### src/hdl/row_pkg.sv
package row_pkg;

  // row geometry
  localparam int NUM_TILES = 4;

  // fifo depths, which also set the initial credits of each sender
  localparam int LINK_CREDITS = 2;
  localparam int HOST_CREDITS = 2;

  // response slots in the external receiver
  localparam int OUT_CREDITS = 4;

  // words in each tile memory
  localparam int MEM_WORDS = 16;

  // tile x coordinate
  typedef logic [1:0] x_cord_t;

  // word address inside one tile
  typedef logic [3:0] addr_t;

  // data word
  typedef logic [15:0] data_t;

  // credit counter, must hold OUT_CREDITS
  typedef logic [2:0] credit_cnt_t;

endpackage

### src/hdl/row_link_if.sv
`timescale 1ns/1ps

interface row_link_if;
  import row_pkg::*;

  // flit valid, one cycle per flit
  logic    v;
  x_cord_t dest_x;
  logic    store;
  addr_t   addr;
  data_t   data;
  // set on load responses
  logic    resp;
  // returned by the receiver, one pulse per freed slot
  logic    credit;

  modport snd (
    output v, dest_x, store, addr, data, resp,
    input  credit
  );

  modport rcv (
    input  v, dest_x, store, addr, data, resp,
    output credit
  );

endinterface

### src/hdl/host_ingress.sv
`timescale 1ns/1ps

module host_ingress (
  input  logic             clk_i,
  input  logic             reset_i,
  input  logic             req_v_i,
  input  logic             req_store_i,
  input  row_pkg::x_cord_t req_x_i,
  input  row_pkg::addr_t   req_addr_i,
  input  row_pkg::data_t   req_data_i,
  output logic             req_credit_o,
  row_link_if.snd          link_o
);
  import row_pkg::*;

  // request storage, one slot per host credit
  x_cord_t x_q     [HOST_CREDITS];
  logic    store_q [HOST_CREDITS];
  addr_t   addr_q  [HOST_CREDITS];
  data_t   data_q  [HOST_CREDITS];

  logic [$clog2(HOST_CREDITS)-1:0]   wr_ptr;
  logic [$clog2(HOST_CREDITS)-1:0]   rd_ptr;
  logic [$clog2(HOST_CREDITS+1)-1:0] count;
  credit_cnt_t                       credits;
  logic                              push;
  logic                              pop;

  // host only sends while it holds credits, so no full check here
  assign push = req_v_i;
  assign pop  = (count != '0) && (credits != '0);

  assign link_o.v      = pop;
  assign link_o.dest_x = x_q[rd_ptr];
  assign link_o.store  = store_q[rd_ptr];
  assign link_o.addr   = addr_q[rd_ptr];
  assign link_o.data   = data_q[rd_ptr];
  assign link_o.resp   = 1'b0;

  // each pop frees a slot for the host
  assign req_credit_o = pop;

  always_ff @(posedge clk_i) begin
    if (push) begin
      x_q[wr_ptr]     <= req_x_i;
      store_q[wr_ptr] <= req_store_i;
      addr_q[wr_ptr]  <= req_addr_i;
      data_q[wr_ptr]  <= req_data_i;
    end
  end

  always_ff @(posedge clk_i) begin
    if (reset_i) begin
      wr_ptr  <= '0;
      rd_ptr  <= '0;
      count   <= '0;
      credits <= credit_cnt_t'(LINK_CREDITS);
    end else begin
      if (push) begin
        wr_ptr <= (wr_ptr == HOST_CREDITS-1) ? '0 : wr_ptr + 1'b1;
      end
      if (pop) begin
        rd_ptr <= (rd_ptr == HOST_CREDITS-1) ? '0 : rd_ptr + 1'b1;
      end
      case ({push, pop})
        2'b10:   count <= count + 1'b1;
        2'b01:   count <= count - 1'b1;
        default: count <= count;
      endcase
      // credits toward the first tile
      case ({pop, link_o.credit})
        2'b10:   credits <= credits - 1'b1;
        2'b01:   credits <= credits + 1'b1;
        default: credits <= credits;
      endcase
    end
  end

endmodule

### src/hdl/mem_tile.sv
`timescale 1ns/1ps

module mem_tile (
  input  logic             clk_i,
  input  logic             reset_i,
  input  row_pkg::x_cord_t tile_x_i,
  row_link_if.rcv          link_i,
  row_link_if.snd          link_o
);
  import row_pkg::*;

  // input fifo, one slot per link credit
  x_cord_t x_q     [LINK_CREDITS];
  logic    store_q [LINK_CREDITS];
  addr_t   addr_q  [LINK_CREDITS];
  data_t   data_q  [LINK_CREDITS];
  logic    resp_q  [LINK_CREDITS];

  logic [$clog2(LINK_CREDITS)-1:0]   wr_ptr;
  logic [$clog2(LINK_CREDITS)-1:0]   rd_ptr;
  logic [$clog2(LINK_CREDITS+1)-1:0] count;
  credit_cnt_t                       credits;

  // local word memory with a written flag per word
  data_t                mem [MEM_WORDS];
  logic [MEM_WORDS-1:0] written;

  x_cord_t head_x;
  logic    head_store;
  addr_t   head_addr;
  data_t   head_data;
  logic    head_resp;
  data_t   rd_data;
  logic    match;
  logic    pop;
  logic    send;

  assign head_x     = x_q[rd_ptr];
  assign head_store = store_q[rd_ptr];
  assign head_addr  = addr_q[rd_ptr];
  assign head_data  = data_q[rd_ptr];
  assign head_resp  = resp_q[rd_ptr];

  // responses from tiles further west never match here
  assign match = !head_resp && (head_x == tile_x_i);

  // unwritten words read as zero
  assign rd_data = written[head_addr] ? mem[head_addr] : '0;

  // every pop waits for a credit, even a local store
  assign pop  = (count != '0) && (credits != '0);
  assign send = pop && !(match && head_store);

  // a matched load leaves as a response in the same slot of the stream
  assign link_o.v      = send;
  assign link_o.dest_x = head_x;
  assign link_o.store  = head_store;
  assign link_o.addr   = head_addr;
  assign link_o.data   = match ? rd_data : head_data;
  assign link_o.resp   = head_resp || match;

  assign link_i.credit = pop;

  always_ff @(posedge clk_i) begin
    if (link_i.v) begin
      x_q[wr_ptr]     <= link_i.dest_x;
      store_q[wr_ptr] <= link_i.store;
      addr_q[wr_ptr]  <= link_i.addr;
      data_q[wr_ptr]  <= link_i.data;
      resp_q[wr_ptr]  <= link_i.resp;
    end
    if (pop && match && head_store) begin
      mem[head_addr] <= head_data;
    end
  end

  always_ff @(posedge clk_i) begin
    if (reset_i) begin
      wr_ptr  <= '0;
      rd_ptr  <= '0;
      count   <= '0;
      credits <= credit_cnt_t'(LINK_CREDITS);
      written <= '0;
    end else begin
      if (link_i.v) begin
        wr_ptr <= (wr_ptr == LINK_CREDITS-1) ? '0 : wr_ptr + 1'b1;
      end
      if (pop) begin
        rd_ptr <= (rd_ptr == LINK_CREDITS-1) ? '0 : rd_ptr + 1'b1;
      end
      if (pop && match && head_store) begin
        written[head_addr] <= 1'b1;
      end
      case ({link_i.v, pop})
        2'b10:   count <= count + 1'b1;
        2'b01:   count <= count - 1'b1;
        default: count <= count;
      endcase
      // credits toward the next hop east
      case ({send, link_o.credit})
        2'b10:   credits <= credits - 1'b1;
        2'b01:   credits <= credits + 1'b1;
        default: credits <= credits;
      endcase
    end
  end

endmodule

### src/hdl/resp_egress.sv
`timescale 1ns/1ps

module resp_egress (
  input  logic             clk_i,
  input  logic             reset_i,
  row_link_if.rcv          link_i,
  input  logic             resp_credit_i,
  output logic             resp_v_o,
  output row_pkg::x_cord_t resp_x_o,
  output row_pkg::addr_t   resp_addr_o,
  output row_pkg::data_t   resp_data_o
);
  import row_pkg::*;

  // fifo on the last link, store flag is not needed here
  x_cord_t x_q    [LINK_CREDITS];
  addr_t   addr_q [LINK_CREDITS];
  data_t   data_q [LINK_CREDITS];
  logic    resp_q [LINK_CREDITS];

  logic [$clog2(LINK_CREDITS)-1:0]   wr_ptr;
  logic [$clog2(LINK_CREDITS)-1:0]   rd_ptr;
  logic [$clog2(LINK_CREDITS+1)-1:0] count;
  credit_cnt_t                       out_credits;
  logic                              not_empty;
  logic                              drop;
  logic                              pop;

  assign not_empty = (count != '0);

  // a request that reached the end matched no tile
  assign drop = not_empty && !resp_q[rd_ptr];

  assign resp_v_o    = not_empty && resp_q[rd_ptr] && (out_credits != '0);
  assign resp_x_o    = x_q[rd_ptr];
  assign resp_addr_o = addr_q[rd_ptr];
  assign resp_data_o = data_q[rd_ptr];

  assign pop           = resp_v_o || drop;
  assign link_i.credit = pop;

  always_ff @(posedge clk_i) begin
    if (link_i.v) begin
      x_q[wr_ptr]    <= link_i.dest_x;
      addr_q[wr_ptr] <= link_i.addr;
      data_q[wr_ptr] <= link_i.data;
      resp_q[wr_ptr] <= link_i.resp;
    end
  end

  always_ff @(posedge clk_i) begin
    if (reset_i) begin
      wr_ptr      <= '0;
      rd_ptr      <= '0;
      count       <= '0;
      out_credits <= credit_cnt_t'(OUT_CREDITS);
    end else begin
      if (link_i.v) begin
        wr_ptr <= (wr_ptr == LINK_CREDITS-1) ? '0 : wr_ptr + 1'b1;
      end
      if (pop) begin
        rd_ptr <= (rd_ptr == LINK_CREDITS-1) ? '0 : rd_ptr + 1'b1;
      end
      case ({link_i.v, pop})
        2'b10:   count <= count + 1'b1;
        2'b01:   count <= count - 1'b1;
        default: count <= count;
      endcase
      // slots left in the external receiver
      case ({resp_v_o, resp_credit_i})
        2'b10:   out_credits <= out_credits - 1'b1;
        2'b01:   out_credits <= out_credits + 1'b1;
        default: out_credits <= out_credits;
      endcase
    end
  end

endmodule

### src/hdl/tile_row.sv
`timescale 1ns/1ps

module tile_row (
  input  logic             clk_i,
  input  logic             reset_i,

  input  logic             req_v_i,
  input  row_pkg::x_cord_t req_x_i,
  input  logic             req_store_i,
  input  row_pkg::addr_t   req_addr_i,
  input  row_pkg::data_t   req_data_i,
  output logic             req_credit_o,

  output logic             resp_v_o,
  output row_pkg::x_cord_t resp_x_o,
  output row_pkg::addr_t   resp_addr_o,
  output row_pkg::data_t   resp_data_o,
  input  logic             resp_credit_i
);
  import row_pkg::*;

  // link[0] leaves ingress, link[NUM_TILES] enters egress
  row_link_if link [NUM_TILES+1] ();

  host_ingress ingress (
    .clk_i       (clk_i),
    .reset_i     (reset_i),
    .req_v_i     (req_v_i),
    .req_store_i (req_store_i),
    .req_x_i     (req_x_i),
    .req_addr_i  (req_addr_i),
    .req_data_i  (req_data_i),
    .req_credit_o(req_credit_o),
    .link_o      (link[0])
  );

  for (genvar i = 0; i < NUM_TILES; i++) begin : tile
    mem_tile mt (
      .clk_i   (clk_i),
      .reset_i (reset_i),
      .tile_x_i(x_cord_t'(i)),
      .link_i  (link[i]),
      .link_o  (link[i+1])
    );
  end

  resp_egress egress (
    .clk_i        (clk_i),
    .reset_i      (reset_i),
    .link_i       (link[NUM_TILES]),
    .resp_credit_i(resp_credit_i),
    .resp_v_o     (resp_v_o),
    .resp_x_o     (resp_x_o),
    .resp_addr_o  (resp_addr_o),
    .resp_data_o  (resp_data_o)
  );

endmodule

### config.mk
export PLATFORM = sky130hd
export DESIGN_NAME = tile_row
export DESIGN_NICKNAME = d
export VERILOG_FILES = /design/src/hdl/row_pkg.sv /design/src/hdl/row_link_if.sv /design/src/hdl/host_ingress.sv /design/src/hdl/mem_tile.sv /design/src/hdl/resp_egress.sv /design/src/hdl/tile_row.sv
export SDC_FILE = /design/constraint.sdc
export NUM_CORES = 2
export LEC_CHECK = 0
export ABC_AREA = 1
export BUFFER_PORTS_ARGS = -buffer_cell sky130_fd_sc_hd__buf_2
export CORE_UTILIZATION = 55
export CTS_BUF_LIST = sky130_fd_sc_hd__clkbuf_4 sky130_fd_sc_hd__clkbuf_8
export DETAILED_ROUTE_END_ITERATION = 8
export PLACE_DENSITY = 0.77
export SYNTH_ARGS = -nofsm -noshare
export SYNTH_HDL_FRONTEND = slang
export SYNTH_SLANG_ARGS = --single-unit
### constraint.sdc
create_clock -name clk_i -period 3.2 [get_ports clk_i]
set_input_delay 0.96 -clock clk_i [delete_from_list [all_inputs] [get_ports clk_i]]
set_output_delay 0.96 -clock clk_i [all_outputs]
set_load 0.02 [all_outputs]
* Word-level counts from Yosys, hierarchy flattened
Memories as Yosys holds them, arrays and structs flattened. A register that Yosys moved wholly into a read port is not among the register bits.
Index checks and enable logic that the tools add are counted.
** Cells by class
- $add $sub $neg :: 36
- $mul :: 0
- Divide/modulo/power cells :: 0
- Magnitude comparators :: 8
- Equal/unequal tests :: 17
- Shift-type cells :: 0
- Multiplexer cells :: 122
- Bitwise operators :: 4
- Reduce and logical (&&, ||, !) cells :: 66
** Operators by type and width (number)
- $mux 16 :: 8
- $mux 1 :: 94
- $or 16x16->16 :: 4
- $pmux 3 s2 :: 6
- $logic_and 1x1->1 :: 32
- $reduce_bool 2->1 :: 13
- $pmux 2 s2 :: 6
- $lt 4x5->1 const B :: 4
- $add 3x1->3 const B :: 6
- $eq 2x2->1 const B :: 9
- $reduce_bool 3->1 :: 6
- $sub 3x1->3 const B :: 6
- $bmux 1 s4 :: 4
- $demux 1 s4 :: 4
- $eq 2x1->1 const B :: 8
- $ge 4x1->1 const B :: 4
- $add 1x1->1 const B :: 12
- $add 2x1->2 const B :: 6
- $sub 2x1->2 const B :: 6
- $logic_not 1->1 :: 8
- $logic_or 1x1->1 :: 4
- $logic_not 2->1 :: 1
- $logic_not 1->1 const A :: 1
- $logic_or 1x1->1 const A :: 1
** Word-level totals
- Bits in registers :: 106
- Latch bits :: 0
- RAM bits :: 1306
- Bits in read-only memories :: 0
- Input bits :: 27
- Word-level logic and storage cells :: 312
- Memories kept :: 31
** Memories
- tile[0].mt.mem :: words 16, width 16, rd ports 1, clocked after memory_dff 0, wr ports 1, RTL line mem_tile.sv:25 : data_t mem [MEM_WORDS];
- tile[1].mt.mem :: words 16, width 16, rd ports 1, clocked after memory_dff 0, wr ports 1, RTL line mem_tile.sv:25
- tile[2].mt.mem :: words 16, width 16, rd ports 1, clocked after memory_dff 0, wr ports 1, RTL line mem_tile.sv:25
- tile[3].mt.mem :: words 16, width 16, rd ports 1, clocked after memory_dff 0, wr ports 1, RTL line mem_tile.sv:25
- egress.data_q :: words 2, width 16, rd ports 1, clocked after memory_dff 1, wr ports 1, RTL line resp_egress.sv:18 : data_t data_q [LINK_CREDITS];
- ingress.data_q :: words 2, width 16, rd ports 1, clocked after memory_dff 1, wr ports 1, RTL line host_ingress.sv:20 : data_t data_q [HOST_CREDITS];
- +25 memories

* Logic depth before layout (Yosys ltp)
- Depth after elaboration :: 7
- Mapped depth :: 17

* By module
A second synthesis with hierarchy kept.
** Second synthesis, totals
- Cell total of the unflattened synthesis :: 6015
- Area, all modules :: 60943.4 um^2
** Modules (own cells, without submodules)
- mem_tile at tile[1].mt ... :: times used 2, cells each 1437, area an instance 14288.7 um^2, sequential area each 9609.2 um^2
- mem_tile at tile[3].mt :: times used 1, cells each 1419, area an instance 14123.5 um^2, sequential area each 9609.2 um^2
- mem_tile at tile[0].mt :: times used 1, cells each 1417, area an instance 14096.0 um^2, sequential area each 9609.2 um^2
- host_ingress :: times used 1, cells each 128, area an instance 2074.5 um^2, sequential area each 1541.5 um^2
- resp_egress :: times used 1, cells each 175, area an instance 2064.5 um^2, sequential area each 1541.5 um^2
- tile_row :: times used 1, cells each 2, area an instance 7.5 um^2, sequential area each 0.0 um^2

* Worst setup path before layout
No wires, ideal clock.
- Kind :: reg2reg
- Start point :: reg with a tool-made name
- End point :: mem tile[3].mt.addr_q[1][0] in the netlist's numbering (enable)
- Library setup time :: 0.406 ns
- Arrival :: 2.326 ns
- Setup slack :: 0.468 ns
- Stages on the path, launching flop included :: 10
- Buffers on the path :: 2
- Clock period less this slack :: 2.732 ns
- Path through :: dfxtp_1 > buf_6 > inv_4 > buf_6 > or2_2 > o21ai_0 > nor2_2 > inv_1 > nand2_1 > nor2_1
** RTL lines
- to (decl) :: RTL line mem_tile.sv:15 : addr_t addr_q [LINK_CREDITS];

==> summary.md <==
| Metric | Value |
|---|---|
| Status | `finished clean` |
| Post-synthesis net count | `between 5000 and 6000` |
| Initial DRC count | `4096` |
| Yosys cell types | `41` |
| Slew HR | `approximately 33%` |
| P&R area growth vs syn | `10.6%` |
| Hpwl dp | `around 84000 um` |
| Final Slew Violations | `0` |
| Clk buf depth | `3` |
| Post-CTS setup buffers | `0` |
| Skew-Pair Late Insertion Delay | `roughly 0.9 ns` |
| First-pass GRT wire length | `approximately 210000 um` |
| DR pass1 iterations | `6` |
| R2R depth | `14` |
| Hold Path Class | `in -> reg` |
| Synth top area share | `between 60% and 70%` |
| CTS tree | `built` |
| Register area share after synthesis | `between 60% and 70%` |
| Fraction of registers with async set/reset | `0%` |
| Fin. Hold Viols | `0` |
| Crit end category | `output port` |
| Post-synth EDFFs | `between 1000 and 1500` |
| Total track usage | `24.5%` |
| Max frequency | `approximately 320 MHz` |
| Initial Util | `55.7%` |
| Root Buffer | `clkbuf_8` |
| Vias in the first global route | `slightly below 40000` |
| GR Overflow Total | `0` |
| Synth Area in Compound Gates | `3.63%` |
| Unrepaired setup endpoints after global routing | `false` |
| Syn Area/Cell | `around 10 um^2` |
| WHS Path Cells | `1` |
| Pwr per Cell Area | `roughly 1000 nW/um^2` |
| Clock skew | `about 0.05 ns` |
| Count leader, synth | `nand2_1` |
| Row cnt | `120` |
| Max-Cap Viols | `0` |
| Num ports | `51` |
| Mux cell area share after synthesis | `less than 1%` |
| FILL cells | `8075` |
| Total CTS buffers | `215` |
| Leak | `about 0.028 uW` |
| Layout cells sized above 1 | `11.5%` |
| Gpl congestion | `between 0.8 and 0.9` |
| Setup violators final | `0` |
| Total wire length | `approximately 130000 um` |
| Worst Path Arrival | `~2.1 ns` |
| Via count | `approximately 40000` |
| # nets final | `roughly 6000` |
| Top post-synthesis cells by count | `2283 x nand2_1, 1306 x edfxtp_1, 684 x inv_1` |
| Crit Path Max Fanout | `22` |
| Final WS setup | `0.122 ns` |
| Synth Instances | `about 5800` |
| FF-to-FF setup slack | `roughly 0.3 ns` |
| DP Worst Slack | `approximately 0.35 ns` |
| Yosys top cell by area | `edfxtp_1` |
| DRC viols | `0` |
| WL/cell | `approximately 18 um` |
| Via-to-Cell Ratio | `roughly 5.3` |
| Met2 Use GR | `approximately two fifths` |
| Post-synthesis adder-cell area fraction | `0.346%` |
| Port Buffer Count | `50` |
| Initial antenna violation count | `2` |
| Slew @ Worst Pin | `approximately 1.0 ns` |
| Synthesized area | `about 60000 um^2` |
| Ys Warns | `0` |
| Die Y | `approximately 330 um` |
| Setup TNS | `0 ns` |
| Peak supply drop | `~740 uV` |
| Top cells by area, synth | `edfxtp_1 65%, nand2_1 14%, inv_1 4.3%` |
| Largest family of logic cells by synthesized area | `simple AND/OR/NAND/NOR gates` |
| Clk slew on worst S/H paths | `roughly 0.070 ns` |
| Xor and xnor area share after synthesis | `less than 1%` |
| Crit Path Class | `reg -> out` |
| Clock Sinks | `between 1000 and 1500` |
| Routed Antenna Nets | `0` |
| Post-layout min period | `3.08 ns` |
| Global-route met1 utilization | `31.8%` |
| CTS Hold Buffers Added | `0` |
| Die footprint | `110000 um^2` |
| Largest net degree at the start of global routing | `95` |
| Startpoint Class | `flip-flop` |
| GRT busiest layer | `met2` |
| FF+latch count, synth | `between 1000 and 1500` |
| M3 GR Usage | `3.64%` |
| H-tree Lvls | `4` |
| Simple-Gate Fraction of Synth Area | `between 10% and 20%` |
| Die X-Extent | `~330 um` |
| Top FF cell, synth | `edfxtp_1` |
| Worst path required time | `2.24 ns` |
| Fin crit share | `a little over nine tenths` |
| Core Area | `~110000 um^2` |
what timing repair did:
item	4_1_cts	5_1_grt
pin swaps	0	0
resized for setup	2	1
setup endpoints to repair	2	1
flip-flops by register name (all words and copies together), names as in the netlist, 12 cells and up, named ones only:
| name | flops |
|---|---|
| tile.mt.mem | 1024 |
| tile.mt.data_q | 128 |
| tile.mt.written | 64 |
| egress.data_q | 32 |
| ingress.data_q | 32 |
| tile.mt.addr_q | 32 |
| tile.mt.x_q | 16 |
| tile.mt.credits | 12 |
worst paths after layout:
kind / start / end
hold / removal: req_data_i[7] / ingress.data_q[1][7]
hold reg to reg: tile[2].mt.rd_ptr / flip-flop
setup reg to reg: flip-flop / tile[3].mt.data_q[1][14]
setup / recovery: flip-flop / resp_addr_o[0]
logic make-up (layout without fill, tap and decap cells):
kind of cell	count (synthesis)	count (layout)
AND/OR/NAND/NOR	2932	2932
flip-flops	1418	1418
buffers and inverters	965	1304
AO/OA/AOI/OAI	417	417
multiplexers	45	45
adder cells (fa/ha/maj)	13	13
XOR/XNOR	12	12
other	0	3
area by class of cell:
cell class,instances,area [um^2],area share [%]
multi-input cells,3419,14700,22.1
flip-flops and latches,1418,41500,62.5
clock buffers,309,3740,5.63
repair buffers,191,1490,2.25
well taps,1403,1760,2.64
inverters,732,2760,4.15
diodes,3,7.51,0.0113
clock inverters,72,504,0.760
power by group:
| part | total [uW] | internal [uW] | switching (uW) |
|---|---|---|---|
| registers | 26400 | 25700 | 647 |
| logic | 25900 | 6370 | 19500 |
| clock network | 14700 | 7950 | 6770 |
routing by layer:
layer  up-vias  part of all wire [%]  wire, um
li1      19000                     -         -
met1     18900                    39     52900
met2      1782                    50     66900
met4         0                   3.0      4050
met5         -                     0         0
met3       336                   8.2     11000
metrics by stage:
step	hold slack (ns)	utilization, %	power [uW]	instance area (um^2)	instances
after global placement	0.433	57.7	51400	62100	7163
final	0.273	61.7	67000	66400	7547
after global routing	0.229	61.7	70600	66400	7546
after CTS	0.196	61.7	66900	66400	7544
after floorplan	0.423	-	43500	60000	5802
after detailed placement	0.442	57.7	52200	62100	7163
critical path, cell delays in order, from the launching register on:
cell	delay, ns
dfxtp_1	0.38
buf_8	0.23
mux2_2	0.45
buf_2	0.19
layout by cell type (no fill, tap or decap), drive strengths merged:
cell type | netlist | final
o32ai | 1 | 1
a21oi | 70 | 70
nand2 | 2306 | 2306
inv | 730 | 732
bufinv | 0 | 6
mux2 | 45 | 45
edfxtp | 1306 | 1306
nor3 | 12 | 12
buf | 157 | 191
a21o | 1 | 1
nand4 | 3 | 3
diode | 0 | 3
xor2 | 12 | 12
nand3 | 156 | 156
fa | 6 | 6
and3 | 1 | 1
or2 | 9 | 9
nor2 | 445 | 445
clkinv | 2 | 59
dfxtp | 112 | 112
o21a | 14 | 14
clkinvlp | 0 | 7
o21ai | 331 | 331
clkbuf | 76 | 309
ha | 7 | 7
Power figures use the tool's default switching activity.
